## config.mk

```make
export PLATFORM = sky130hd
export DESIGN_NAME = boot_counter
export DESIGN_NICKNAME = d
export VERILOG_FILES = /design/src/hw/soc_pkg.sv /design/src/hw/boot_counter.sv
export SDC_FILE = /design/constraint.sdc
export NUM_CORES = 1
export LEC_CHECK = 0
export BUFFER_PORTS_ARGS = -buffer_cell sky130_fd_sc_hd__buf_2
export CORE_MARGIN = 2
export CORE_UTILIZATION = 30
export DETAILED_ROUTE_END_ITERATION = 10
export GPL_TIMING_DRIVEN = 0
export PLACE_DENSITY_LB_ADDON = 0.2
export SLEW_MARGIN = 5
export SYNTH_ARGS = -nofsm -noshare
export SYNTH_HDL_FRONTEND = slang
export SYNTH_SLANG_ARGS = --single-unit
```

## constraint.sdc

```tcl
create_clock -name clk100mhz -period 3.6 [get_ports clk100mhz]
set_clock_uncertainty 0.15 [all_clocks]
set_input_delay 0.36 -clock clk100mhz [delete_from_list [all_inputs] [get_ports clk100mhz]]
set_output_delay 0.36 -clock clk100mhz [all_outputs]
set_load 0.05 [all_outputs]
```

## src/hw/soc_pkg.sv

```systemverilog
// shared types, address map, command codes and state encodings, imported by every controller block
package soc_pkg;

   typedef logic [31:0] word_t;

   // one link word, a command in idle and plain data in every other state
   typedef union packed {
      word_t raw;
      struct packed {
         logic [15:0] arg;
         logic [15:0] code;
      } cmd;
   } link_word_t;

   localparam int RAM_WORDS  = 4096;
   localparam int RAM_ADDR_W = 12;
   localparam int FIFO_DEPTH = 16;
   localparam int FIFO_PTR_W = 4;       // log2 of FIFO_DEPTH

   // processor bus map
   localparam word_t MEM_BASE       = 32'h0002_0000;
   localparam word_t REG_IN_DATA    = 32'h0001_0001;
   localparam word_t REG_IN_STATUS  = 32'h0001_0002;
   localparam word_t REG_OUT_DATA   = 32'h0001_0004;
   localparam word_t REG_OUT_STATUS = 32'h0001_0005;

   // link command codes
   localparam logic [15:0] CMD_BOOTLOAD = 16'd99;
   localparam logic [15:0] CMD_POLL     = 16'd1;
   localparam logic [15:0] CMD_SEND     = 16'd2;
   localparam logic [15:0] CMD_RESTART  = 16'd3;
   localparam logic [15:0] CMD_DEBUGMEM = 16'd8;

   localparam word_t       EMPTY_REPLY = 32'hffff_ffff;
   localparam logic [15:0] DEAD_TAG    = 16'hdead;

   localparam logic [4:0] IRQ_MAILBOX = 5'd0;
   localparam logic [4:0] IRQ_TRAP    = 5'd6;

   // command controller states
   localparam logic [3:0] SPI_IDLE       = 4'd0;
   localparam logic [3:0] SPI_BOOT_START = 4'd1;   // waiting for the word count
   localparam logic [3:0] SPI_BOOT_NEXT  = 4'd2;
   localparam logic [3:0] SPI_BOOT_RD    = 4'd3;   // read-back of the word just written
   localparam logic [3:0] SPI_POLL       = 4'd4;
   localparam logic [3:0] SPI_POLL_RD    = 4'd5;
   localparam logic [3:0] SPI_SEND       = 4'd6;
   localparam logic [3:0] SPI_GET_ADDR   = 4'd7;
   localparam logic [3:0] SPI_DBG_RD     = 4'd8;
   localparam logic [3:0] SPI_DEAD       = 4'd9;

   // bus port states
   localparam logic [1:0] BUS_IDLE  = 2'd0;
   localparam logic [1:0] BUS_READ  = 2'd1;
   localparam logic [1:0] BUS_WRITE = 2'd2;
   localparam logic [1:0] BUS_WAIT  = 2'd3;   // until the processor drops its strobe

endpackage

```

## src/hw/boot_counter.sv

```systemverilog
// bootload word address and remaining word count, also placed directly for debug reads
`timescale 1ns/100ps

module boot_counter import soc_pkg::*; (
   input  logic  clk100mhz,
   input  logic  cpu_reset,
   input  logic  load,
   input  word_t load_count,
   input  logic  step,
   input  logic  set_addr,
   input  word_t new_addr,
   output word_t boot_addr,
   output word_t words_left
);

   always_ff @(posedge clk100mhz) begin
      if (!cpu_reset) begin
         boot_addr  <= '0;
         words_left <= '0;
      end else if (load) begin
         boot_addr  <= '0;           // images always start at word 0
         words_left <= load_count;
      end else if (set_addr) begin
         boot_addr <= new_addr;
      end else if (step) begin
         boot_addr  <= boot_addr + 1'b1;
         words_left <= words_left - 1'b1;
      end
   end

endmodule

```

==> flow_metrics.tcl <==
set metrics [dict create \
    gp_congestion 0.817 \
    synthSimpleGateAreaFrac_pct 26.5 \
    muxShareOfSynthArea_pct 2.08 \
    yosys.cell_count.top_type "dfxtp_1" \
    fin_crit_ns 2.39 \
    num_antenna_cells 0 \
    cp-end-kind "flip-flop" \
    cts.clk_slew.worst_paths_ns 0.06 \
    postCtsResizedCells 0 \
    cts_tree "done" \
    synth_area_sq_mm 0.00343 \
    ff2ff_path_depth 5 \
    synthXorXnorAreaFrac_pct 14.5 \
    dp.cells 694 \
    grt_first_pass_wirelength_um 17600 \
    hold_path_class "in2reg" \
    synthArstFlopShare_pct 0 \
    setup_viol 0 \
    dr.pass1.iters 4 \
    synth_edf_count 0 \
    die_x_um 111 \
    overflow 0 \
    rr_startpoint "boot_addr[9]$_SDFFE_PP0P_" \
    synth-compound-area-share_pct 15.3 \
    run_status "finished, final reports clean" \
    wl_per_cell_um 15.3 \
    cp-endpoint "boot_addr[15]$_SDFFE_PP0P_" \
    finalSetupTns_ns 0 \
    core-area_sq_mm 0.0113 \
    antenna_found_initial 0 \
    vias 3585 \
    slew_viol_final 0 \
    yosys_warnings 0 \
    yosysSeqAreaShare_pct 37.3 \
    crit_fanout 5 \
    cts_buffer_depth 2 \
    post-route-drc-count 0 \
    hold_violations 0 \
    first_global_vias 3492 \
    cts_sinks 64 \
    ys_types 38 \
    fin_util_pct 41.1 \
    dpl_cell_area_sq_mm 0.00427 \
    htree_levels 3 \
    ys.flop_type "dfxtp_1" \
    ios 133 \
    yosys.area_share.adder_pct 0.729 \
    worst-endpoint-required_ns 3.70 \
    critPathKind "reg2reg" \
    die_h_um 111 \
    start_util_pct 30.5 \
    synth_common_cells "dfxtp_1 (64), nor2_1 (42), a21oi_1 (34)" \
    place_ws_ns 1.21 \
    syn_avg_cell_area_sq_um 8.18 \
    synth_top_family_by_area "simple AND/OR/NAND/NOR gates" \
    top_layer_used "met4" \
    rsz0062_at_grt "false" \
    syn_nets 491 \
    yosys.area.top_type "dfxtp_1" \
    synthTopCellsByArea "dfxtp_1 (37%), xor2_1 (7.7%), xnor2_1 (6.9%)" \
    met2_length_um 4930 \
    fin_crit_sh_pct 66.5 \
    m1WireLength_um 5180 \
    r2r-end "boot_addr[15]$_SDFFE_PP0P_" \
    synth_top_area_share_pct 37.3 \
    dieArea_sq_mm 0.0123 \
    layout_setup_ws_ns 1.21 \
    start_kind "flip-flop" \
    relSlewSlack_pct 40.7 \
    cts_root_buffer "clkbuf_16" \
    cts_setup_buffers 0 \
    syn_inst 420 \
    p_leak_uw 0.00193 \
    rows 39 \
    final_cells 710 \
    drv_cap 0 \
    met3_length_um 564 \
    p_per_area_mw_per_mm2 495 \
    routed_via_density 5.05 \
    fin_area_sq_mm 0.00464 \
    cts_buffers 9 \
    drive_above_1_share_pct 28.0 \
    drtAntennaViolNets 0 \
    area.growth.synth_to_final_pct 35.0 \
    worstSkewPairLatency_ns 0.34 \
    grt_max_degree 13 \
    r2r_slack_ns 1.21 \
    wl_um 10900 \
    vdd_drop_max_mv 0.238 \
    place.port_buffers 131 \
    holdBufCountCts 0 \
    worst_pin_slew_ns 0.882 \
    critPathLaunch "boot_addr[9]$_SDFFE_PP0P_" \
    drt_iter0_drc 195 \
    final_nets 633 \
    grt_usage_pct 17.7 \
    cp.arrival_ns 2.49 \
    dp_hpwl_um 8070 \
    fmax_mhz 418 \
    synth-seq-cells 64 \
]
## state kept, by name, indices dropped and copies added, names as in the netlist
| signal | count |
|---|---|
| words_left | 32 |
| boot_addr | 32 |
## power breakdown
part / switching, uW / internal, uW
registers: 54.4 / 749
logic: 274 / 126
clock network: 345 / 748
total: 674 / 1620
## metrics by stage
stage / hold slack (ns) / power (uW)
floorplan: 0.338 / 1090
global placement: 0.335 / 1220
detailed placement: 0.349 / 1220
CTS: 0.0934 / 2320
global route: 0.0917 / 2390
finish: 0.102 / 2300
## critical path: stages (launching register included)
cell,delay [ns]
dfxtp_1,0.40
nand4_1,0.33
nor4_1,0.83
nand3_1,0.20
xor2_1,0.18
a211oi_1,0.21
## cell type report
| class | instances | area (sq um) |
|---|---|---|
| Buffer | 24 | 93.8 |
| Clock inverter | 7 | 144 |
| Clock buffer | 9 | 225 |
| Fill cell | 1161 | 6630 |
| Inverter | 7 | 26.3 |
| Sequential cell | 64 | 1280 |
| Timing Repair Buffer | 131 | 656 |
| Multi-Input combinational cell | 325 | 2030 |
| Tap cell | 143 | 179 |
## logic make-up (layout without fill, tap and decap cells)
logic type | Yosys count | in the layout
DFF | 64 | 64
muxes | 7 | 7
buffers and inverters | 31 | 178
adders and majority gates | 2 | 2
and+or+nand+nor | 168 | 168
AOI/OAI and AO/OA | 91 | 91
xor gates and xnor gates | 57 | 57
## layer usage
metal,up-vias,global-route usage [%]
met5,-,0
met4,0,7.50
met3,18,4.81
met2,90,27.3
met1,1684,23.5
li1,1793,-
## how the worst min path moves through the flow
stage | slack [ns] | start | endpoint | depth (start not counted)
after floorplan | 0.34 | cpu_reset | words_left[1]$_SDFFE_PN0P_ | 1
after global placement | 0.33 | words_left[2]$_SDFFE_PN0P_ | words_left[2]$_SDFFE_PN0P_ | 2
after detailed placement | 0.35 | words_left[2]$_SDFFE_PN0P_ | words_left[2]$_SDFFE_PN0P_ | 2
after CTS | 0.09 | load_count[0] | words_left[0]$_SDFFE_PN0P_ | 2
after global routing | 0.09 | load_count[0] | words_left[0]$_SDFFE_PN0P_ | 2
final | 0.10 | load_count[0] | words_left[0]$_SDFFE_PN0P_ | 2
## layout by cell type, fill, tap and decap left out, types with 2 or more instances in the layout
cell type	n
buf_2	134
dfxtp_1	64
nor2_1	42
a21oi_1	34
o21ai_0	32
xor2_1	30
nand2_1	29
xnor2_1	27
nand3_1	21
a211oi_1	21
nor3_1	17
clkbuf_1	16
nor4_1	15
nand4_1	13
clkbuf_16	9
inv_1	6
mux2i_1	6
buf_1	5
or3_1	5
and3_1	4
bufinv_16	4
nor4_4	3
nor2b_1	3
nor4_2	3
o211a_1	3
or4_1	2
and2_1	2
ha_1	2
clkinvlp_4	2
No activity file was read; power rests on OpenSTA's default activity.
