`src/hw/soc_pkg.sv`:
```
// shared types, address map, command codes and state encodings, imported by every controller block
package soc_pkg;

   typedef logic [31:0] word_t;

   // one link word, a command in idle and plain data in every other state
   typedef union packed {
      word_t raw;
      struct packed {
         logic [15:0] arg;
         logic [15:0] code;
      } cmd;
   } link_word_t;

   localparam int RAM_WORDS  = 4096;
   localparam int RAM_ADDR_W = 12;
   localparam int FIFO_DEPTH = 16;
   localparam int FIFO_PTR_W = 4;       // log2 of FIFO_DEPTH

   // processor bus map
   localparam word_t MEM_BASE       = 32'h0002_0000;
   localparam word_t REG_IN_DATA    = 32'h0001_0001;
   localparam word_t REG_IN_STATUS  = 32'h0001_0002;
   localparam word_t REG_OUT_DATA   = 32'h0001_0004;
   localparam word_t REG_OUT_STATUS = 32'h0001_0005;

   // link command codes
   localparam logic [15:0] CMD_BOOTLOAD = 16'd99;
   localparam logic [15:0] CMD_POLL     = 16'd1;
   localparam logic [15:0] CMD_SEND     = 16'd2;
   localparam logic [15:0] CMD_RESTART  = 16'd3;
   localparam logic [15:0] CMD_DEBUGMEM = 16'd8;

   localparam word_t       EMPTY_REPLY = 32'hffff_ffff;
   localparam logic [15:0] DEAD_TAG    = 16'hdead;

   localparam logic [4:0] IRQ_MAILBOX = 5'd0;
   localparam logic [4:0] IRQ_TRAP    = 5'd6;

   // command controller states
   localparam logic [3:0] SPI_IDLE       = 4'd0;
   localparam logic [3:0] SPI_BOOT_START = 4'd1;   // waiting for the word count
   localparam logic [3:0] SPI_BOOT_NEXT  = 4'd2;
   localparam logic [3:0] SPI_BOOT_RD    = 4'd3;   // read-back of the word just written
   localparam logic [3:0] SPI_POLL       = 4'd4;
   localparam logic [3:0] SPI_POLL_RD    = 4'd5;
   localparam logic [3:0] SPI_SEND       = 4'd6;
   localparam logic [3:0] SPI_GET_ADDR   = 4'd7;
   localparam logic [3:0] SPI_DBG_RD     = 4'd8;
   localparam logic [3:0] SPI_DEAD       = 4'd9;

   // bus port states
   localparam logic [1:0] BUS_IDLE  = 2'd0;
   localparam logic [1:0] BUS_READ  = 2'd1;
   localparam logic [1:0] BUS_WRITE = 2'd2;
   localparam logic [1:0] BUS_WAIT  = 2'd3;   // until the processor drops its strobe

endpackage

```
`src/hw/spi_cmd_fsm.sv`:
```
// link command controller, runs bootload with read-back, mailbox traffic, restart and debug reads
`timescale 1ns/100ps

module spi_cmd_fsm import soc_pkg::*; (
   input  logic       clk100mhz,
   input  logic       cpu_reset,
   input  link_word_t link_word,
   input  logic       link_word_new,
   input  logic       reply_taken,
   output word_t      reply_word,
   output logic       reply_valid,
   output logic       boot_mode,
   output logic       boot_wr,
   output logic       boot_rd,
   output word_t      boot_wdata,
   input  logic       ram_ready,
   input  logic       ram_rd_valid,
   input  word_t      ram_rdata,
   output logic       cnt_load,
   output logic       cnt_step,
   output logic       cnt_set_addr,
   input  word_t      words_left,
   output logic       in_wr,
   output word_t      in_wdata,
   input  logic       in_full,
   output logic       out_rd,
   input  word_t      out_rdata,
   input  logic       out_empty,
   output logic       cpu_restart,
   output logic [1:0] led
);

   logic [3:0]  state;
   logic        poll_hit;     // outbound mailbox had a word when polled
   logic [15:0] boot_total;
   word_t       dead_word;

   // RAM requests go out in the same cycle as the link strobe
   assign boot_wdata = link_word.raw;
   assign boot_wr    = (state == SPI_BOOT_NEXT) && link_word_new && ram_ready;
   assign boot_rd    = ((state == SPI_BOOT_RD) || (state == SPI_DBG_RD)) && ram_ready;

   assign cnt_load     = (state == SPI_BOOT_START) && link_word_new;
   assign cnt_set_addr = (state == SPI_GET_ADDR) && link_word_new;
   assign cnt_step     = (state == SPI_BOOT_RD) && ram_rd_valid;

   assign in_wdata = link_word.raw;
   assign in_wr    = (state == SPI_SEND) && link_word_new && !in_full;
   assign out_rd   = (state == SPI_POLL) && !out_empty;

   // address of the word that overran, from the count at load
   assign dead_word = {DEAD_TAG, boot_total - words_left[15:0]};

   always_ff @(posedge clk100mhz) begin
      if (!cpu_reset) begin
         state       <= SPI_IDLE;
         boot_mode   <= 1'b1;        // processor held until a program is in
         reply_valid <= 1'b0;
         cpu_restart <= 1'b0;
         led         <= 2'b00;
         poll_hit    <= 1'b0;
      end else begin
         cpu_restart <= 1'b0;
         if (reply_taken)
            reply_valid <= 1'b0;
         case (state)
            SPI_IDLE: begin
               if (link_word_new) begin
                  case (link_word.cmd.code)
                     CMD_BOOTLOAD: state <= SPI_BOOT_START;
                     CMD_POLL:     state <= SPI_POLL;
                     CMD_SEND:     state <= SPI_SEND;
                     CMD_RESTART:  cpu_restart <= 1'b1;
                     CMD_DEBUGMEM: state <= SPI_GET_ADDR;
                     default:      state <= SPI_IDLE;   // unknown codes dropped
                  endcase
               end
            end
            SPI_BOOT_START: begin
               if (link_word_new) begin
                  boot_total <= link_word.raw[15:0];
                  boot_mode  <= 1'b1;
                  state      <= SPI_BOOT_NEXT;
               end
            end
            SPI_BOOT_NEXT: begin
               if (link_word_new && ram_ready) begin
                  state <= SPI_BOOT_RD;
               end else if (link_word_new) begin
                  reply_word  <= dead_word;
                  reply_valid <= 1'b1;
                  state       <= SPI_DEAD;
               end
            end
            SPI_BOOT_RD: begin
               if (link_word_new) begin        // next word came before verification
                  reply_word  <= dead_word;
                  reply_valid <= 1'b1;
                  state       <= SPI_DEAD;
               end else if (ram_rd_valid) begin
                  reply_word  <= ram_rdata;    // echo of what the RAM holds
                  reply_valid <= 1'b1;
                  if (words_left > 32'd1) begin
                     state <= SPI_BOOT_NEXT;
                  end else begin
                     boot_mode   <= 1'b0;
                     cpu_restart <= 1'b1;
                     led         <= 2'b11;     // program loaded
                     state       <= SPI_IDLE;
                  end
               end
            end
            SPI_POLL: begin
               poll_hit <= !out_empty;
               state    <= SPI_POLL_RD;
            end
            SPI_POLL_RD: begin
               reply_word  <= poll_hit ? out_rdata : EMPTY_REPLY;
               reply_valid <= 1'b1;
               state       <= SPI_IDLE;
            end
            SPI_SEND: begin
               if (link_word_new)
                  state <= SPI_IDLE;
            end
            SPI_GET_ADDR: begin
               if (link_word_new) begin
                  boot_mode <= 1'b1;           // borrow the boot path for one read
                  state     <= SPI_DBG_RD;
               end
            end
            SPI_DBG_RD: begin
               if (ram_rd_valid) begin
                  reply_word  <= ram_rdata;
                  reply_valid <= 1'b1;
                  boot_mode   <= 1'b0;
                  state       <= SPI_IDLE;
               end
            end
            SPI_DEAD: led <= 2'b10;            // stuck here until reset
            default:  state <= SPI_IDLE;
         endcase
      end
   end

   a_reply_held: assert property (@(posedge clk100mhz) disable iff (!cpu_reset)
      reply_valid && !reply_taken |=> $stable(reply_word));

endmodule

```
`config.mk`:
```
export PLATFORM = sky130hd
export DESIGN_NAME = spi_cmd_fsm
export DESIGN_NICKNAME = d
export VERILOG_FILES = /design/src/hw/soc_pkg.sv /design/src/hw/spi_cmd_fsm.sv
export SDC_FILE = /design/constraint.sdc
export NUM_CORES = 1
export LEC_CHECK = 0
export ABC_AREA = 1
export BUFFER_PORTS_ARGS = -buffer_cell sky130_fd_sc_hd__buf_2
export CAP_MARGIN = 20
export CORE_MARGIN = 10
export CORE_UTILIZATION = 42
export CTS_CLUSTER_DIAMETER = 60
export DETAILED_ROUTE_END_ITERATION = 16
export MAX_ROUTING_LAYER = met4
export PLACE_DENSITY = 0.89
export REMOVE_ABC_BUFFERS = 1
export SLEW_MARGIN = 25
export SYNTH_ARGS = -nofsm -noshare
export SYNTH_HDL_FRONTEND = slang
export SYNTH_SLANG_ARGS = --single-unit
```
`constraint.sdc`:
```
create_clock -name clk100mhz -period 3.51 [get_ports clk100mhz]
set_input_delay 0.702 -clock clk100mhz [delete_from_list [all_inputs] [get_ports clk100mhz]]
set_output_delay 0.702 -clock clk100mhz [all_outputs]
set_load 0.01 [all_outputs]
```
==> key figures, run 1 <==
Yosys
  – Fraction of synthesis flops using an asynchronous set or reset pin: 0
  – Seq/Total Area, Yosys: 0.345
  – Post-Synthesis Cells: 620
  – Yosys warns: 0
  – Yosys reg bits: 58
  – Mapped cell area: about 4800 um2
  – Post-synth EDFFs: between 40 and 50
  – Syn Area/Cell: between 7 and 8 um2
  – Post-synth top flop: edfxtp_1
  – Unique masters post-synth: between 40 and 50

Timing
  – PnR worst setup slack: 1020 ps
  – Final Hold Fails: 0
  – RSZ-0062 raised after global routing: false
  – Final Critical Period: 2490 ps
  – Fin Hold WS: roughly 450 ps
  – Setup TNS: 0 ps
  – Clock skew: between 5 and 6 ps
  – Fmax: around 400 MHz
  – Crit share post-route: 0.710
  – Endpoints failing setup: 0
  – Worst-margin pin slew: between 900 and 1000 ps
  – Max-slew violations: 0
  – Slew HR: 0.388

Floorplanning
  – Core region area: ~11,000 um2
  – Die Area: 16,000 um2
  – Chip Width: between 100 and 150 um
  – Initial Util: 0.433
  – Io pins: 244
  – Core Rows: 38
  – Chip Height: approximately 130 um

Pwr
  – Combinational fraction of design power: 0.138
  – Power density over cell area: approximately 330 nW/um2
  – Internal power: roughly 0.0014 W
  – Total power: ~0.0019 W
  – Clock Power Share: 0.463
  – Switch Pwr: ~0.00046 W
  – Worst vdd rail ir drop: around 0.22 mV
  – LEAKAGE: around 2.7 nW
  – Flop pwr share: 0.399
  – Switch share: 0.249

Global routing
  – First-pass GRT wire length: about 25,000 um
  – Number of global-route vias before repair: about 4,700
  – Initial antenna violation count: 2
  – Largest net degree at the start of global routing: 34
  – GR Overflow Total: 0
  – Global Route Usage Sum: 0.193

Clock network
  – TritonCTS Buffers: 9
  – CTS sink cnt: between 50 and 60
  – CTS Buffer Depth: 2
  – Register clock-pin slew on the reported worst setup and hold paths: about 50 ps
  – Post-CTS sizing: 0
  – Root Buffer: clkbuf_16
  – H-tree Lvls: 3
  – Cts hold-fix bufs: 0
  – Setup repair bufs after CTS: 0
  – Worst-Skew Late Latency: between 300 and 400 ps
  – TritonCTS clock tree: yes

Critical path
  – Crit path launch type: flop
  – Crit-path max cell delay: 370 ps
  – CP required: ~2800 ps
  – Crit path arrival time: 1790 ps
  – Critical path peak fanout: 4
  – Worst-path cell chain: inv_1, nor2_2, inv_1, nor2_1, inv_1, nor2_1, buf_2
  – Worst Path Class, Setup: flop to primary output
  – Flop-to-flop setup slack: approximately 1200 ps
  – CP dominant cell by count: inv_1
  – Critical path's slowest cell: dfxtp_1
  – Critical Path End Type: primary output

Route
  – Iter 0 DRT Violations: around 320
  – 1st-pass router iterations: 5
  – Vias per cell: 5.23
  – Final WL: roughly 16,000 um
  – Antenna-violating nets left: 0
  – Via count: 4,685
  – Residual DRC count: 0
  – Drt wl/cell: 17.7 um

Final layout
  – Area grow syn2layout: 19.4%
  – Layout cells sized above 1: 0.345
  – Fin nets: 901

Run
  – # Max-Cap Violations: 0

Place
  – Input/output buffers: approximately 200
  – RD Place Congestion: 0.983
  – Post-DP HPWL: 12,700 um
  – Place WS: 1090 ps

Worst hold path
  – Worst Hold Class: flop to flop

Outcome
  – Status: completed
-- synthesized netlist by cell type, types with 2 or more instances --
cell type  instances  area share
a21o_1             2      0.0032
a21oi_1           21       0.022
buf_2              5      0.0053
buf_4             65        0.10
buf_6              3      0.0071
clkbuf_1           7      0.0055
dfxtp_1           10       0.042
edfxtp_1          48        0.30
ha_1              15       0.039
inv_1             53       0.042
inv_2              3      0.0024
inv_4              2      0.0026
mux2i_1            6       0.013
nand2_1          110       0.087
nand2_2           10       0.013
nand2_4            5       0.012
nand3_1           37       0.039
nand3_2            4      0.0084
nand3b_1           4      0.0063
nand4_1            5      0.0066
nor2_1            95       0.075
nor2_2             5      0.0066
nor2_4             2      0.0047
nor3_1             2      0.0021
o211ai_1           7       0.011
o211ai_2           2      0.0053
o21ai_0           48       0.050
o21ai_1            2      0.0021
o21ai_2            2      0.0037
o21bai_1           2      0.0032
o311ai_0           3      0.0055
o311ai_1           8       0.015
o311ai_2           2      0.0068
o31a_1             5      0.0092
or2_2              4      0.0053
xnor2_1            3      0.0055
xor2_1             2      0.0037
-- logic make-up after synthesis --
kind of cell / Yosys count / synth area share
mux: 6 / 0.0126
buf+inv: 140 / 0.169
xor+xnor: 5 / 0.00920
simple gates: 285 / 0.271
flops: 58 / 0.345
compound gates: 110 / 0.149
fa+ha+maj: 16 / 0.0436
-- placed cells by master (no fill, tap or decap), types with 6 or more instances in the layout --
cell / n
nand2_1: 110
o211ai_1: 7
a21oi_1: 21
dfxtp_1: 10
nand2_2: 10
o311ai_1: 8
edfxtp_1: 48
nand3_1: 37
ha_1: 15
mux2i_1: 6
o21ai_0: 48
nor2_1: 95
buf_2: 195
clkbuf_16: 9
inv_1: 52
-- critical path: cells and delay by family (launching register included) --
| family | cells | cell delay [ps] |
|---|---|---|
| buf+inv | 4 | 510 |
| simple gates | 3 | 590 |
| flops | 1 | 370 |
-- flip-flops by register name, summed over array words and instances (netlist names) --
register,cells
reply_word,32
state,4
cpu_restart,1
reply_valid,1
boot_total,16
poll_hit,1
boot_mode,1
led,2
-- layout make-up --
cell class | count | area [um2]
diodes | 2 | 5.00
clock buffers | 10 | 229
fillers | 1076 | 5300
multi-input cells | 422 | 2330
inverters | 59 | 228
flip-flops and latches | 58 | 1640
repair buffers | 199 | 1020
well taps | 140 | 175
clock inverters | 6 | 57.6
-- per-layer routing --
metal,part of all wire,vias to the layer above,routed length [um],track usage
li1,-,2287,-,-
met1,0.44,2110,7040,0.253
met2,0.43,275,6850,0.282
met3,0.12,13,1880,0.0662
met4,0.0072,0,114,0.0422
met5,0,-,0,-
-- metrics by stage --
stage	util	instance area, um2	cells
after floorplan	-	4180	539
after global placement	0.491	5390	878
after detailed placement	0.491	5390	878
after CTS	0.517	5680	894
after global routing	0.518	5680	896
final	0.518	5680	896
-- power by group through the flow --
| stage | Clock [W] | Combinational, W | Sequential [W] |
|---|---|---|---|
| after global placement | 0 | 0.000251 | 0.000758 |
| after CTS | 0.000876 | 0.000257 | 0.000743 |
| after floorplan | 0 | 0.000108 | 0.000758 |
| after global routing | 0.000910 | 0.000289 | 0.000743 |
| after detailed placement | 0 | 0.000256 | 0.000758 |
| final | 0.000863 | 0.000257 | 0.000743 |
-- final timing paths --
check	start	endpoint	cells past startpoint
worst max register to register	state[0]	reply_word[5]	8
worst max-delay path	state[2]	out_rd	7
worst min-delay path	boot_mode	boot_mode	2
worst min register to register	boot_mode	boot_mode	2
(Power assumes the default switching activity.)
==> inputs of run 2 (changes only) <==
==> constraint.sdc (replaced) <==
create_clock -name clk100mhz -period 2.05 [get_ports clk100mhz]
set_input_delay 0.41 -clock clk100mhz [delete_from_list [all_inputs] [get_ports clk100mhz]]
set_output_delay 0.41 -clock clk100mhz [all_outputs]
set_load 0.01 [all_outputs]
==> run 2 against run 1 <==
Die area unchanged; via count is 1.3% lower; combinational power grew 79%; cell count increased by 1.5%; final area grew 4.3%; wire length grew 0.13%; sequential power is 71% higher; critical path depth grew 2; sequential share of layout area down 1.1 points; critical path type is now flop to flop; largest power group unchanged.
==> key figures, run 2 (synthesis results as in run 1) <==
Outcome
  – Status: completed

Final layout
  – Most frequent cells in the layout: buf_2, nand2_1, nor2_1
  – Layout cells sized above 1: 0.368
  – Max reg flops: 32
  – Commonest non-fill, non-tap cell in the layout: buf_2
  – Fill cells: roughly 1,100
  – Area grow syn2layout: 24.6%
  – Largest register by flop count: reply_word
  – Largest regs: reply_word: 32 flops, boot_total: 16 flops, state: 4 flops
  – Reg area: approximately 1600 um2
  – Multi-input logic area: 2360 um2
  – Final non-filler cell total: 909
  – Fin nets: 915

Pwr
  – Total power: roughly 0.0036 W
  – Worst vdd rail ir drop: just over 0.4 mV
  – LEAKAGE: between 2 and 3 nW
  – Clock Power Share: 0.520
  – Switch share: 0.227
  – Switch Pwr: between 0.0008 and 0.0009 W
  – Flop pwr share: 0.352
  – Power density over cell area: 609 nW/um2
  – Combinational fraction of design power: 0.128
  – Internal power: between 0.002 and 0.003 W

Place
  – Input/output buffers: 195
  – Dpl cells: slightly below 900
  – Post-DP HPWL: 12,900 um
  – RD Place Congestion: just over 0.9

Critical path
  – Crit path arrival time: slightly above 2000 ps
  – Crit path launch type: flop
  – Critical path peak fanout: 3
  – Critical Path End Type: flop
  – CP required: around 2100 ps
  – Worst Path Class, Setup: flop to flop

Global routing
  – First-pass GRT wire length: 24,700 um
  – GR Overflow Total: 0
  – Global Route Usage Sum: 0.193
  – Initial antenna violation count: 1
  – Number of global-route vias before repair: 4,802
  – Largest net degree at the start of global routing: 33

Clock network
  – Setup repair bufs after CTS: 0
  – Register clock-pin slew on the reported worst setup and hold paths: ~50 ps
  – CTS sink cnt: 58
  – CTS Buffer Depth: 2
  – TritonCTS clock tree: yes
  – TritonCTS Buffers: 9
  – H-tree Lvls: 3
  – Worst-Skew Late Latency: roughly 330 ps
  – Root Buffer: clkbuf_16

Floorplanning
  – Chip Width: roughly 130 um
  – Core region area: about 11,000 um2
  – Chip Height: ~130 um
  – Io pins: 244
  – Die Area: about 16,000 um2
  – Core Rows: 38
  – Initial Util: 0.433

Timing
  – Final Hold Fails: 0
  – Final Critical Period: slightly below 2000 ps
  – Setup TNS: 0 ps
  – Fin Hold WS: just under 300 ps
  – Endpoints failing setup: 0
  – Worst-margin pin slew: slightly above 500 ps
  – Max-slew violations: 0
  – Clock skew: approximately 2.9 ps
  – Crit share post-route: 0.960
  – Fmax: around 510 MHz
  – Slew HR: 0.660

Route
  – Iter 0 DRT Violations: 282
  – Residual DRC count: 0
  – Vias per cell: 5.09
  – 1st-pass router iterations: 4
  – Via count: roughly 4,600
  – Drt wl/cell: between 15 and 20 um
  – Final WL: 15,900 um
  – Antenna-violating nets left: 0

Worst hold path
  – Worst Hold Class: primary input to flop

Run
  – # Max-Cap Violations: 0
[run 2: changes by cell type in the layout (fill, tap and decap cells not counted), moves of 2 or more]
cell | before | now
buf_12 | 1 | 3
dfxtp_2 | 0 | 3
buf_4 | 3 | 15
bufinv_16 | 1 | 4
clkinv_2 | 5 | 2
nor2_4 | 2 | 6
nor2_2 | 5 | 2
dfxtp_1 | 10 | 7
[run 2: worst max-delay path, cell delays in order (launching register included)]
cell and delay, ps:
edfxtp_1 350, inv_1 60, ha_1 130, inv_1 60, fa_1 380, nand3_1 80
nand2_1 110, buf_4 170, xnor2_1 230, o211ai_1 140
[run 2: power by group through the flow]
stage | Clock [W] | Sequential [W] | Combinational [W]
after floorplan | 0 | 0.00130 | 0.000185
after global placement | 0 | 0.00130 | 0.000451
after detailed placement | 0 | 0.00130 | 0.000458
after CTS | 0.00190 | 0.00127 | 0.000461
after global routing | 0.00194 | 0.00127 | 0.000521
final | 0.00188 | 0.00127 | 0.000461
[run 2: worst paths after layout]
path	startpoint	to	slack [ps]	cells after the start
setup / recovery	boot_total[0]	reply_word[4]	80	9
hold / removal	link_word[8]	boot_total[8]	300	1
setup reg to reg	boot_total[0]	reply_word[4]	80	9
hold reg to reg	boot_mode	boot_mode	450	2
[run 2: area by class of cell]
class,instances,share of cell area
clock inverter,7,0.0238
multi-input combinational,422,0.398
tap,140,0.0295
inverter,59,0.0384
clock buffer,9,0.0380
antenna,1,0.000422
sequential,58,0.278
timing repair buffer,213,0.194
[run 2: per-layer routing]
layer | vias to the layer above | wire length [um] | GRT usage
met4 | 0 | 140 | 0.0435
met3 | 10 | 1550 | 0.0696
met2 | 220 | 6970 | 0.291
met1 | 2077 | 7240 | 0.243
met5 | - | 0 | -
li1 | 2317 | - | -
[run 2: through the flow]
| stage | area [um2] | setup slack (ps) | util |
|---|---|---|---|
| after floorplan | 4180 | -1820 | - |
| after global routing | 5930 | -1.32 | 0.540 |
| final | 5930 | 82.5 | 0.540 |
| after global placement | 5520 | 24.1 | 0.503 |
| after detailed placement | 5520 | 8.92 | 0.503 |
| after CTS | 5890 | 1.26 | 0.536 |
[run 2: what timing repair did]
| action | 4_1_cts | 5_1_grt |
|---|---|---|
| setup endpoints to repair | 1 | 5 |
| gates resized for setup | 1 | 12 |
| hold buffers | 0 | 0 |
