<file path="src/hw/soc_pkg.sv">
// shared types, address map, command codes and state encodings, imported by every controller block
package soc_pkg;

   typedef logic [31:0] word_t;

   // one link word, a command in idle and plain data in every other state
   typedef union packed {
      word_t raw;
      struct packed {
         logic [15:0] arg;
         logic [15:0] code;
      } cmd;
   } link_word_t;

   localparam int RAM_WORDS  = 4096;
   localparam int RAM_ADDR_W = 12;
   localparam int FIFO_DEPTH = 16;
   localparam int FIFO_PTR_W = 4;       // log2 of FIFO_DEPTH

   // processor bus map
   localparam word_t MEM_BASE       = 32'h0002_0000;
   localparam word_t REG_IN_DATA    = 32'h0001_0001;
   localparam word_t REG_IN_STATUS  = 32'h0001_0002;
   localparam word_t REG_OUT_DATA   = 32'h0001_0004;
   localparam word_t REG_OUT_STATUS = 32'h0001_0005;

   // link command codes
   localparam logic [15:0] CMD_BOOTLOAD = 16'd99;
   localparam logic [15:0] CMD_POLL     = 16'd1;
   localparam logic [15:0] CMD_SEND     = 16'd2;
   localparam logic [15:0] CMD_RESTART  = 16'd3;
   localparam logic [15:0] CMD_DEBUGMEM = 16'd8;

   localparam word_t       EMPTY_REPLY = 32'hffff_ffff;
   localparam logic [15:0] DEAD_TAG    = 16'hdead;

   localparam logic [4:0] IRQ_MAILBOX = 5'd0;
   localparam logic [4:0] IRQ_TRAP    = 5'd6;

   // command controller states
   localparam logic [3:0] SPI_IDLE       = 4'd0;
   localparam logic [3:0] SPI_BOOT_START = 4'd1;   // waiting for the word count
   localparam logic [3:0] SPI_BOOT_NEXT  = 4'd2;
   localparam logic [3:0] SPI_BOOT_RD    = 4'd3;   // read-back of the word just written
   localparam logic [3:0] SPI_POLL       = 4'd4;
   localparam logic [3:0] SPI_POLL_RD    = 4'd5;
   localparam logic [3:0] SPI_SEND       = 4'd6;
   localparam logic [3:0] SPI_GET_ADDR   = 4'd7;
   localparam logic [3:0] SPI_DBG_RD     = 4'd8;
   localparam logic [3:0] SPI_DEAD       = 4'd9;

   // bus port states
   localparam logic [1:0] BUS_IDLE  = 2'd0;
   localparam logic [1:0] BUS_READ  = 2'd1;
   localparam logic [1:0] BUS_WRITE = 2'd2;
   localparam logic [1:0] BUS_WAIT  = 2'd3;   // until the processor drops its strobe

endpackage

</file>
<file path="src/hw/bus_port.sv">
// processor bus decoder, RAM arbiter between boot path and processor, and interrupt raiser
`timescale 1ns/100ps

module bus_port import soc_pkg::*; (
   input  logic                  clk100mhz,
   input  logic                  cpu_reset,
   input  logic                  bus_rd,
   input  logic                  bus_wr,
   input  word_t                 bus_addr,
   input  word_t                 bus_wdata,
   output word_t                 bus_rdata,
   output logic                  bus_rdata_ready,
   output logic                  bus_wr_ack,
   input  logic                  irq_ack,
   input  logic                  irq_busy,
   output logic                  irq,
   output logic [4:0]            irq_num,
   output logic                  cpu_stall,
   input  logic                  boot_mode,
   input  logic                  boot_wr,
   input  logic                  boot_rd,
   input  word_t                 boot_wdata,
   input  word_t                 boot_addr,
   output logic                  ram_en,
   output logic                  ram_wr,
   output logic [RAM_ADDR_W-1:0] ram_addr,
   output word_t                 ram_wdata,
   input  logic                  ram_ready,
   input  logic                  ram_rd_valid,
   input  word_t                 ram_rdata,
   output logic                  in_rd,
   input  word_t                 in_rdata,
   input  logic                  in_empty,
   output logic                  out_wr,
   output word_t                 out_wdata,
   input  logic                  out_full
);

   logic [1:0] state;
   logic       is_mem;
   word_t      mem_off;
   logic       trap;        // unmapped read waiting for its interrupt

   assign is_mem    = (bus_addr >= MEM_BASE);
   assign mem_off   = bus_addr - MEM_BASE;
   assign cpu_stall = boot_mode;

   assign in_rd     = (state == BUS_IDLE) && !boot_mode && bus_rd
                      && (bus_addr == REG_IN_DATA) && !in_empty;
   assign out_wr    = (state == BUS_WRITE) && (bus_addr == REG_OUT_DATA) && !out_full;
   assign out_wdata = bus_wdata;

   // boot path owns the RAM while the processor is stalled
   always_comb begin
      if (boot_mode) begin
         ram_en    = boot_wr || boot_rd;
         ram_wr    = boot_wr;
         ram_addr  = boot_addr[RAM_ADDR_W-1:0];
         ram_wdata = boot_wdata;
      end else begin
         ram_en    = is_mem && ((state == BUS_READ) || (state == BUS_WRITE));
         ram_wr    = (state == BUS_WRITE);
         ram_addr  = mem_off[RAM_ADDR_W-1:0];
         ram_wdata = bus_wdata;
      end
   end

   always_ff @(posedge clk100mhz) begin
      if (!cpu_reset) begin
         state           <= BUS_IDLE;
         bus_rdata_ready <= 1'b0;
         bus_wr_ack      <= 1'b0;
         trap            <= 1'b0;
         irq             <= 1'b0;
         irq_num         <= IRQ_MAILBOX;
      end else begin
         case (state)
            BUS_IDLE: begin
               if (!boot_mode && bus_rd) begin
                  if (is_mem || in_rd) begin
                     state <= BUS_READ;
                  end else if (bus_addr == REG_IN_STATUS) begin
                     bus_rdata       <= {31'b0, !in_empty};
                     bus_rdata_ready <= 1'b1;
                     state           <= BUS_WAIT;
                  end else if (bus_addr == REG_OUT_STATUS) begin
                     bus_rdata       <= {31'b0, !out_full};
                     bus_rdata_ready <= 1'b1;
                     state           <= BUS_WAIT;
                  end else if (bus_addr != REG_IN_DATA) begin
                     bus_rdata       <= '0;        // unmapped
                     bus_rdata_ready <= 1'b1;
                     trap            <= 1'b1;
                     state           <= BUS_WAIT;
                  end                              // empty inbound mailbox, retry
               end else if (!boot_mode && bus_wr) begin
                  state <= BUS_WRITE;
               end
            end
            BUS_READ: begin
               if (!is_mem || ram_rd_valid) begin
                  bus_rdata       <= is_mem ? ram_rdata : in_rdata;
                  bus_rdata_ready <= 1'b1;
                  state           <= BUS_WAIT;
               end
            end
            BUS_WRITE: begin
               // other writes are acked and dropped
               if (is_mem ? ram_ready : (out_wr || bus_addr != REG_OUT_DATA)) begin
                  bus_wr_ack <= 1'b1;
                  state      <= BUS_WAIT;
               end
            end
            default: begin
               if (!bus_rd && !bus_wr) begin
                  bus_rdata_ready <= 1'b0;
                  bus_wr_ack      <= 1'b0;
                  state           <= BUS_IDLE;
               end
            end
         endcase

         if (irq_ack) begin
            irq <= 1'b0;
         end else if (!in_empty && !irq_busy) begin
            irq     <= 1'b1;
            irq_num <= IRQ_MAILBOX;
         end else if (trap) begin
            irq     <= 1'b1;
            irq_num <= IRQ_TRAP;
            trap    <= 1'b0;
         end
      end
   end

endmodule

</file>
<file path="config.mk">
export PLATFORM = sky130hd
export DESIGN_NAME = bus_port
export DESIGN_NICKNAME = d
export VERILOG_FILES = /design/src/hw/soc_pkg.sv /design/src/hw/bus_port.sv
export SDC_FILE = /design/constraint.sdc
export NUM_CORES = 1
export LEC_CHECK = 0
export ABC_AREA = 1
export BUFFER_PORTS_ARGS = -buffer_cell sky130_fd_sc_hd__buf_2
export CORE_AREA = 2 2 125 127
export DETAILED_ROUTE_END_ITERATION = 16
export DIE_AREA = 0 0 127 129
export HOLD_SLACK_MARGIN = 0.12
export SLEW_MARGIN = 20
export SYNTH_ARGS = -nofsm -noshare
export SYNTH_HDL_FRONTEND = slang
export SYNTH_SLANG_ARGS = --single-unit
</file>
<file path="constraint.sdc">
create_clock -name clk100mhz -period 4.4 [get_ports clk100mhz]
set_clock_uncertainty 0.15 [all_clocks]
set_input_delay 0.22 -clock clk100mhz [delete_from_list [all_inputs] [get_ports clk100mhz]]
set_output_delay 0.22 -clock clk100mhz [all_outputs]
set_load 0.01 [all_outputs]
</file>
==> impl_summary.txt, run 1 <==
----------------------------------------------------
[Outcome]
  Status ... complete, no violations

[Final layout]
  Cell Count, Final, Fillers Out ... approximately 950
  Area of all placed cells without fillers ... slightly below 5000 µm²
  Antenna diodes ... 0
  Number of nets in the finished design ... around 970
  Number of fill cells ... around 1700
  Area added between synthesis and finish ... 58.0%
  Fraction of final layout cells with drive strength greater than 1 ... a little over two fifths

[Pwr]
  Part of the total power dissipated in the clock network ... between 20 and 25%
  Sequential share of power ... roughly 31%
  Power density over the cells ... 336 nW/µm²
  Internal Dissipation ... between 1 and 1.5 mW
  Relative contribution of combinational cells to total power ... between 40% and 50%
  Switching part of the total power ... 36.9%
  Switching power ... between 0.6 and 0.7 mW
  IR drop worst, VDD ... around 0.12 mV
  Static leakage power ... 2.62 nW

[Critical path]
  Element type at the critical path start ... input port
  Category of the worst setup path capture point ... output pin
  Crit path max fanout ... just over 60
  Maximum single-stage delay on the critical path ... 0.97 ns
  Worst path arrival time ... ~2.4 ns
  Critical path start-end classification ... in2out
  Critical path, cell by cell ... buf_2 -> buf_4 -> clkinv_1 -> nand3_1 -> nand2_1 -> buf_2
  Top cell by count, worst path ... buf_2
  CP required ... roughly 4.0 ns
  Crit-path slowest cell ... clkinv_1
  Register-to-Register Setup Slack ... between 1.5 and 2 ns

[Clock tree]
  Post-CTS Setup Inserts ... 0
  Buffer depth of the longest clock path ... 2
  Number of sinks handled by clock tree synthesis ... 39
  Root buffer cell ... clkbuf_16
  Clock transition at the registers of the reported paths ... roughly 0.06 ns
  Clock tree from TritonCTS ... yes
  Clock network latency to the later pin of the worst-skew pair ... 0.28 ns
  H-tree lvl count ... 2
  Number of clock buffers inserted by TritonCTS ... 5

[Route]
  Number of vias per cell ... 4.14
  Number of DRC violations after detailed-routing iteration 0 ... 126
  Wirelength, routed ... 13200 µm
  Total number of vias ... 3909
  Routed WL per cell ... ~14 µm
  Number of nets with antenna violations after detailed routing ... 0
  Final routed DRC violation total ... 0
  Router iterations before antenna repair ... 4

[STA]
  Final slew viol count ... 0
  Setup repair after global routing missed its margin ... no
  Setup-failing EPs final ... 0
  Final Hold Violating Endpoints ... 0
  Min cycle time layout ... approximately 2.8 ns
  Final cycle utilization of the critical path ... 62.7%
  Setup tns final ... 0 ns
  Maximum clock rate ... 362 MHz
  Least-Margin Pin Slew ... 1.00 ns
  Max-Slew Margin vs Limit ... around 33%
  Final-layout worst hold slack ... between 0.1 and 0.15 ns

[Logic synthesis]
  Synth area leader ... edfxtp_1
  Avg Inst Size Synth ... 6.54 µm²
  Leading register cell type out of synthesis ... edfxtp_1
  Yosys warns ... 0
  Synthesized cell area ... between 3000 and 4000 µm²
  Number of synthesized register bits ... 39
  Proportion of synthesized chip area in sequential cells ... 35.4%
  Cells taking the most area after synthesis ... edfxtp_1, nand2_1, nor2_1, buf_4, o21ai_0
  Library cell with the highest instance count after synthesis ... nand2_1
  Share of async-settable or async-resettable flops after synthesis ... 0%
  Share of Yosys cell area claimed by the top area cell type ... a little under a third
  Cells after synthesis ... about 480
  Unique cell type count in the Yosys netlist ... 28
  Count of flip-flops with a built-in enable after synthesis ... 32
  Synth top cells by count ... nand2_1, nor2_1, o21ai_0, buf_4, inv_1

[Placed design]
  Area post-placement ... between 4000 and 5000 µm²
  Weighted congestion reported at the end of routability-driven placement ... 0.842
  Number of port buffers ... 302
  Half-perimeter wire length after detailed placement ... roughly 11000 µm
  Placed Instances ... just over 900

[GRT]
  Global-route wire length before repair ... ~19000 µm
  Via count of the first global-routing pass ... roughly 3600
  Overall Global Routing Usage ... 15.1%
  GRT Residual Overflow ... 0
  Largest net degree at the start of global routing ... 63
  Number of antenna violations at the first check in global routing ... 0

[Job]
  Number of max-capacitance violations reported ... 0

[Min path]
  Path type of the worst min-delay path ... in2reg

[Floorplanning]
  Boundary Pins ... about 330
  Site Rows ... between 40 and 50
  Initial Util ... around a fifth
  Die span in y ... between 100 and 150 µm
  DIE WIDTH ... between 100 and 150 µm
  Die area ... 16400 µm²
  Area of the core region ... 15000 µm²

----------------------------------------------------
what timing repair did:
action | 4_1_cts | 5_1_grt
hold endpoints to repair | 24 | 0
setup endpoints to repair | 0 | 0
gates resized for setup | 0 | 0
hold buffers | 22 | 0
flip-flops by register name, indices dropped and copies added (netlist names):
| signal | count |
|---|---|
| bus_rdata_ready | 1 |
| irq | 1 |
| bus_rdata | 32 |
| trap | 1 |
| irq_num | 1 |
| bus_wr_ack | 1 |
| state | 2 |
layout make-up:
cell class                 count  area (µm²)  area share [%]
clock inverter                 3        38.8           0.789
inverter                      37         139            2.83
tap                          188         235            4.78
timing repair buffer         328        1760            35.8
multi-input combinational    345        1520            30.8
clock buffer                   5         125            2.55
sequential                    39        1100            22.4
metal layers:
metal	vias up	GRT usage, %	part of all wire [%]
met1	1675	15.7	38
li1	2019	-	-
met4	0	4.40	1.7
met2	203	29.6	51
met5	-	0	0
met3	12	3.87	8.7
layout by cell type (no fill, tap or decap):
cell type	n
a21oi_4	1
buf_2	302
nand3b_1	1
edfxtp_1	32
nor2_4	2
nor2_2	5
nand2_1	145
a21oi_2	3
nor2_1	99
clkinv_2	1
a21oi_1	9
a211oi_1	1
inv_1	34
clkbuf_16	5
nand3_2	2
nor3_2	1
nand3_1	15
o31ai_1	1
conb_1	3
nand2_2	1
nor3_1	2
dfxtp_1	7
nand4_1	2
buf_4	4
clkinv_1	3
ha_1	4
o21ai_0	48
dlygate4sd3_1	22
inv_2	1
bufinv_16	1
power groups by stage:
stage                     sequential, mW  combinational, mW  clock (mW)
after floorplan                    0.550              0.416           0
after global placement             0.522              0.712           0
after detailed placement           0.525              0.720           0
after CTS                          0.517              0.742       0.417
after global routing               0.524              0.828       0.427
final                              0.517              0.732       0.404
final timing paths:
check	cells past startpoint	from	end
hold reg to reg	2	bus_wr_ack	bus_wr_ack
setup reg to reg	9	state[0]	bus_rdata[26]
hold / removal	3	in_rdata[30]	bus_rdata[30]
setup / recovery	6	boot_mode	ram_en
logic make-up after synthesis:
| family | after synthesis | share of synthesized area [%] |
|---|---|---|
| flops | 39 | 35.4 |
| other cells | 1 | 0.121 |
| buf+inv | 94 | 16.4 |
| simple gates | 275 | 35.5 |
| compound gates | 63 | 11.0 |
| fa+ha+maj | 4 | 1.61 |
critical path, delay by kind of cell:
family | cells | cell delay (ns)
buffers and inverters | 4 | 1.72
and+or+nand+nor | 2 | 0.43
stage by stage:
| stage | power [mW] | setup WS [ns] | util [%] |
|---|---|---|---|
| after floorplan | 0.966 | 1.31 | - |
| after detailed placement | 1.24 | 1.71 | 30.3 |
| after global placement | 1.23 | 1.76 | 30.3 |
| final | 1.65 | 1.64 | 32.8 |
| after CTS | 1.68 | 1.69 | 32.8 |
| after global routing | 1.78 | 1.35 | 32.8 |
(Power assumes the default switching activity.)
==> inputs of run 2 (changes only) <==
Clock period 4.4 ns to 2.25 ns, I/O delays scaled along.
==> run 2 against run 1 <==
Effect of this change:
- clock power grew 97%
- final area grew 11%
- routed wire length grew 4.8%
- critical path type is now reg2reg
- hold slack gained 0.0032 ns
- highest routed layer is now met5
==> impl_summary.txt, run 2 (synthesized netlist as in run 1, its figures left out) <==
----------------------------------------------------
[Critical path]
  Element type at the critical path start ... flip-flop
  Crit path max fanout ... 24 (-61%)
  Critical path start-end classification ... reg2reg
  CP required ... 2.12 ns (-1.91 ns)
  Category of the worst setup path capture point ... flip-flop
  Worst path arrival time ... 1.98 ns (-0.41 ns)

[Pwr]
  IR drop worst, VDD ... 0.260 mV (+110%)
  Part of the total power dissipated in the clock network ... 22.7% (-1.8 points)
  Sequential share of power ... 28.9% (-2.4 points)
  Switching part of the total power ... 35.4% (-1.5 points)
  Relative contribution of combinational cells to total power ... 48.4% (+4.1 points)
  Static leakage power ... 2.92 nW (+11%)
  Power density over the cells ... 644 nW/µm² (+91%)
  Internal Dissipation ... 2.26 mW (+120%)
  Switching power ... 1.24 mW (+100%)

[Route]
  Number of DRC violations after detailed-routing iteration 0 ... 99 (-21%)
  Routed WL per cell ... 13.9 µm (-0.75%)
  Final routed DRC violation total ... 0 (unchanged)
  Wirelength, routed ... 13900 µm (+4.8%)
  Number of nets with antenna violations after detailed routing ... 0 (unchanged)
  Total number of vias ... 4207 (+7.6%)
  Router iterations before antenna repair ... 6 (+2)
  Number of vias per cell ... 4.22 (+1.9%)

[Floorplanning]
  Area of the core region ... 15000 µm² (unchanged)
  Initial Util ... 20.8% (unchanged)
  DIE WIDTH ... 127 µm (unchanged)
  Die span in y ... 129 µm (unchanged)
  Boundary Pins ... 326 (unchanged)
  Site Rows ... 45 (unchanged)
  Die area ... 16400 µm² (unchanged)

[Outcome]
  Status ... complete, no violations

[STA]
  Setup-failing EPs final ... 0 (unchanged)
  Final Hold Violating Endpoints ... 0 (unchanged)
  Final-layout worst hold slack ... 0.127 ns (+0.00324 ns)
  Final slew viol count ... 0 (unchanged)
  Maximum clock rate ... between 400 and 500 MHz
  Setup repair after global routing missed its margin ... no
  Crit path setup slack, layout ... 0.137 ns (-1.50 ns)
  Final cycle utilization of the critical path ... a little over nine tenths
  Min cycle time layout ... 2.11 ns
  Setup tns final ... 0 ns (unchanged)

[Final layout]
  Area added between synthesis and finish ... 74.7%
  Sequential standard cell area ... 1100 µm² (+0.11%)
  Number of fill cells ... 1592 (-6.6%)
  Fraction of final layout cells with drive strength greater than 1 ... 41.5% (-1.9 points)
  Core utilization of the finished layout ... 36.3% (+3.5 points)
  Multi-input gate area in the final layout ... 1520 µm² (unchanged)
  Highest-count cells in the layout ignoring fill and taps ... buf_2, nand2_1, nor2_1
  Number of nets in the finished design ... 1017 (+5.4%)
  Cell Count, Final, Fillers Out ... 998 (+5.6%)
  Most common cell after layout, fill and taps aside ... buf_2
  Biggest register ... bus_rdata
  Flip-flop count of the largest register, all copies and words added ... 32 (unchanged)
  Top Registers ... bus_rdata x32, state x2

[GRT]
  Overall Global Routing Usage ... 15.7% (+0.62 points)
  GRT Residual Overflow ... 0 (unchanged)
  Largest net degree at the start of global routing ... 49 (-22%)
  Global-route wire length before repair ... 20200 µm (+5.5%)
  Number of antenna violations at the first check in global routing ... 2 (+2)
  Via count of the first global-routing pass ... 4003 (+9.7%)

[Placed design]
  Post-place setup slack ... 0.141 ns (-1.56 ns)
  Placed Instances ... 921 (+0.66%)
  Weighted congestion reported at the end of routability-driven placement ... 0.839 (-0.42%)
  Number of port buffers ... 302 (unchanged)
  Half-perimeter wire length after detailed placement ... 11000 µm (+1.4%)

[Min path]
  Path type of the worst min-delay path ... in2reg

[Clock tree]
  Clock tree from TritonCTS ... yes
  Number of clock buffers inserted by TritonCTS ... 5 (unchanged)
  Number of sinks handled by clock tree synthesis ... 39 (unchanged)
  Buffer depth of the longest clock path ... 2 (unchanged)
  Post-CTS Setup Inserts ... 0 (unchanged)
  H-tree lvl count ... 2 (unchanged)
  Root buffer cell ... clkbuf_16
  Clock transition at the registers of the reported paths ... 0.06 ns (about the same)
  Clock network latency to the later pin of the worst-skew pair ... 0.28 ns (about the same)

[Job]
  Number of max-capacitance violations reported ... 0 (unchanged)

----------------------------------------------------
## run 2: cell types whose count changed in the layout (fill, tap and decap cells not counted)
cell / change
dlygate4sd3_1: +46
buf_4: +5
buf_12: +1
clkinv_1: -1
dfxtp_1: -1
dfxtp_2: +1
diode_2: +1
inv_1: +1
## run 2: final timing paths
path,cells after the start,end,from,slack [ns]
worst max-delay path,6,bus_rdata[26],state[1],0.14
worst min-delay path,3,bus_rdata[27],in_rdata[27],0.13
worst max register to register,6,bus_rdata[26],state[1],0.14
worst min register to register,2,bus_wr_ack,bus_wr_ack,0.33
## run 2: metrics by stage
stage	instance area, µm²	power [mW]
after global routing	5440	3.76
final	5440	3.50
after CTS	5430	3.53
after global placement	4590	2.48
after detailed placement	4590	2.49
after floorplan	3130	1.90
## run 2: worst max-delay path, stage by stage (launching register included)
cell	delay (ns)
dfxtp_1	0.38
inv_1	0.08
ha_1	0.26
buf_4	0.24
o21ai_0	0.10
nor2_1	0.05
dlygate4sd3_1	0.58
## run 2: what timing repair did
action / 4_1_cts / 5_1_grt
hold endpoints to repair: 39 / 0
gates resized for setup: 0 / 1
hold buffers: 68 / 0
endpoints found under the setup margin: 0 / 10
## run 2: cell type report
type                       count  share of cell area (%)
timing repair buffer         380                    41.9
multi-input combinational    345                    27.9
sequential                    39                    20.3
tap                          188                    4.33
inverter                      37                    2.55
clock buffer                   5                    2.30
clock inverter                 3                   0.713
antenna                        1                  0.0460
## run 2: power groups by stage
stage | combinational, mW | clock [mW] | sequential [mW]
4_1_cts | 1.70 | 0.822 | 1.01
3_5_place_dp | 1.46 | 0 | 1.03
6_report | 1.69 | 0.794 | 1.01
2_1_floorplan | 0.828 | 0 | 1.07
3_3_place_gp | 1.46 | 0 | 1.02
5_1_grt | 1.89 | 0.845 | 1.02
## run 2: layer usage
layer	up-vias	routed length, µm	track usage [%]
li1	2129	-	-
met1	1860	5180	16.4
met2	203	7260	30.6
met3	13	1260	4.66
met4	2	155	3.94
met5	-	16	0
==> inputs of run 3 (changes only) <==
Settings changed: REMOVE_ABC_BUFFERS from default to 1.
==> run 3 against run 2 <==
Effect of this change:
- via count down 1.0%
- register-to-register slack improved by 0.02 ns
- critical endpoint is now bus_rdata[12]
- setup slack gained 0.019 ns
- non-clock buffer count rose by 5
- largest power group unchanged
==> impl_summary.txt, run 3 (synthesized netlist as in run 1, its figures left out) <==
----------------------------------------------------
[Outcome]
  Status ... complete, no violations

[STA]
  Final cycle utilization of the critical path ... 93.1% (-0.82 points)
  Final slew viol count ... 0 (unchanged)
  Setup-failing EPs final ... 0 (unchanged)
  Setup tns final ... 0 ns (unchanged)
  Maximum clock rate ... 477 MHz (+0.88%)
  Min cycle time layout ... 2.09 ns (-0.0185 ns)
  Final Hold Violating Endpoints ... 0 (unchanged)

[Critical path]
  Maximum single-stage delay on the critical path ... 0.35 ns (-0.23 ns)
  Number of buffer and inverter stages on the critical path ... 2 (-1)
  Crit-path slowest cell ... dfxtp_2
  Critical path start-end classification ... reg2reg
  Top Family by Delay on Critical Path ... simple AND/OR/NAND/NOR gates
  Crit path max fanout ... 8 (-67%)
  Category of the worst setup path capture point ... flip-flop
  CP required ... 2.09 ns (-0.03 ns)
  Critical path, cell by cell ... inv_1 -> ha_1 -> nand2_2 -> nor2_1 -> nand3_1 -> nand3_1 -> nand2_2 -> nand3_2 -> nor2_4 -> clkbuf_16
  Element type at the critical path start ... flip-flop
  Worst path arrival time ... 1.93 ns (-0.05 ns)

[Floorplanning]
  Area of the core region ... 15000 µm² (unchanged)
  Initial Util ... 20.8% (unchanged)
  Die area ... 16400 µm² (unchanged)
  Die span in y ... 129 µm (unchanged)
  Boundary Pins ... 326 (unchanged)
  Site Rows ... 45 (unchanged)
  DIE WIDTH ... 127 µm (unchanged)

[Final layout]
  Biggest register ... bus_rdata
  Fraction of final layout cells with drive strength greater than 1 ... 42.0% (+0.48 points)
  Number of nets in the finished design ... 1022 (+0.49%)
  Top Registers ... bus_rdata x32, state x2
  Area of all placed cells without fillers ... 5510 µm² (+1.3%)
  Cell Count, Final, Fillers Out ... 1003 (+0.50%)
  Flip-flop count of the largest register, all copies and words added ... 32 (unchanged)
  Area added between synthesis and finish ... 77.1%
  Highest-count cells in the layout ignoring fill and taps ... buf_2, nand2_1, nor2_1
  Most common cell after layout, fill and taps aside ... buf_2

[Job]
  Number of max-capacitance violations reported ... 0 (unchanged)

[Route]
  Final routed DRC violation total ... 0 (unchanged)
  Wirelength, routed ... 13100 µm (-5.4%)
  Routed WL per cell ... 13.1 µm (-5.9%)
  Number of DRC violations after detailed-routing iteration 0 ... 122 (+23%)
  Router iterations before antenna repair ... 5 (-1)
  Number of vias per cell ... 4.15 (-1.5%)
  Number of nets with antenna violations after detailed routing ... 0 (unchanged)
  Total number of vias ... 4164 (-1.0%)

[Pwr]
  IR drop worst, VDD ... 0.321 mV (+23%)
  Power density over the cells ... 628 nW/µm² (-2.5%)
  Static leakage power ... 2.95 nW (+0.86%)
  Total Power Consumption ... 3.46 mW (-1.2%)

[Placed design]
  Weighted congestion reported at the end of routability-driven placement ... 0.808 (-3.7%)
  Area post-placement ... 4580 µm² (-0.27%)
  Placed Instances ... 920 (-0.11%)
  Number of port buffers ... 302 (unchanged)
  Half-perimeter wire length after detailed placement ... 10200 µm (-7.6%)

[GRT]
  Via count of the first global-routing pass ... 3954 (-1.2%)
  Number of antenna violations at the first check in global routing ... 1 (-1)
  Largest net degree at the start of global routing ... 37 (-24%)
  GRT Residual Overflow ... 0 (unchanged)
  Overall Global Routing Usage ... 15.0% (-0.72 points)
  Global-route wire length before repair ... 19400 µm (-3.9%)

[Clock tree]
  Buffer depth of the longest clock path ... 2 (unchanged)
  Number of sinks handled by clock tree synthesis ... 39 (unchanged)
  Post-CTS Setup Inserts ... 0 (unchanged)
  Number of clock buffers inserted by TritonCTS ... 5 (unchanged)
  Clock tree from TritonCTS ... yes
  H-tree lvl count ... 2 (unchanged)
  Clock transition at the registers of the reported paths ... 0.06 ns (about the same)
  Root buffer cell ... clkbuf_16
  Clock network latency to the later pin of the worst-skew pair ... 0.27 ns (about the same)

[Min path]
  Path type of the worst min-delay path ... in2reg

----------------------------------------------------
-- run 3: worst register-to-register path, cell delays in order (launching register included) --
cell and delay, ns:
dfxtp_2 0.35, inv_1 0.06, ha_1 0.21, nand2_2 0.09, nor2_1 0.06, nand3_1 0.13
nand3_1 0.10, nand2_2 0.09, nand3_2 0.09, nor2_4 0.26, clkbuf_16 0.22
-- run 3: worst paths after layout --
check / from / end / slack, ns / cells past startpoint
min: ram_ready / bus_wr_ack / 0.15 / 6
min reg2reg: bus_wr_ack / bus_wr_ack / 0.31 / 2
max: state[0] / bus_rdata[12] / 0.16 / 10
max reg2reg: state[0] / bus_rdata[12] / 0.16 / 10
-- run 3: metrics by stage --
step | worst slack [ns] | utilization, % | hold slack, ns
finish | 0.155 | 36.8 | 0.153
global route | -0.00265 | 36.8 | 0.203
CTS | 0.160 | 36.2 | 0.145
detailed placement | 0.175 | 30.6 | 0.168
global placement | 0.222 | 30.6 | 0.169
floorplan | -1.37 | - | 0.0393
-- run 3: what timing repair did --
action	CTS	global route
endpoints found under the hold margin	39	0
gates resized for setup	0	6
hold buffers	71	0
endpoints found under the setup margin	0	36
-- run 3: final cells by class --
class                   instances  area (µm²)
clock buffers                   6         129
multi-input cells             345        1530
inverters                      37         139
clock inverters                 2        12.5
diodes                          1        2.50
repair buffers                385        2360
fillers                      1631        9470
flip-flops and latches         39        1100
well taps                     188         235
-- run 3: per-layer routing --
metal	vias up	share of wire (%)	GRT usage, %
met4	0	2.9	5.75
met2	176	53	30.1
li1	2138	-	-
met1	1832	38	15.8
met5	-	0	0
met3	18	5.5	1.79
-- run 3: report_power, final --
part	leakage, nW	switching [mW]	internal, mW	total, mW
clock network	0.0669	0.273	0.409	0.682
registers	0.356	0.0405	0.969	1.01
logic	2.52	0.939	0.827	1.77
total	2.95	1.25	2.21	3.46
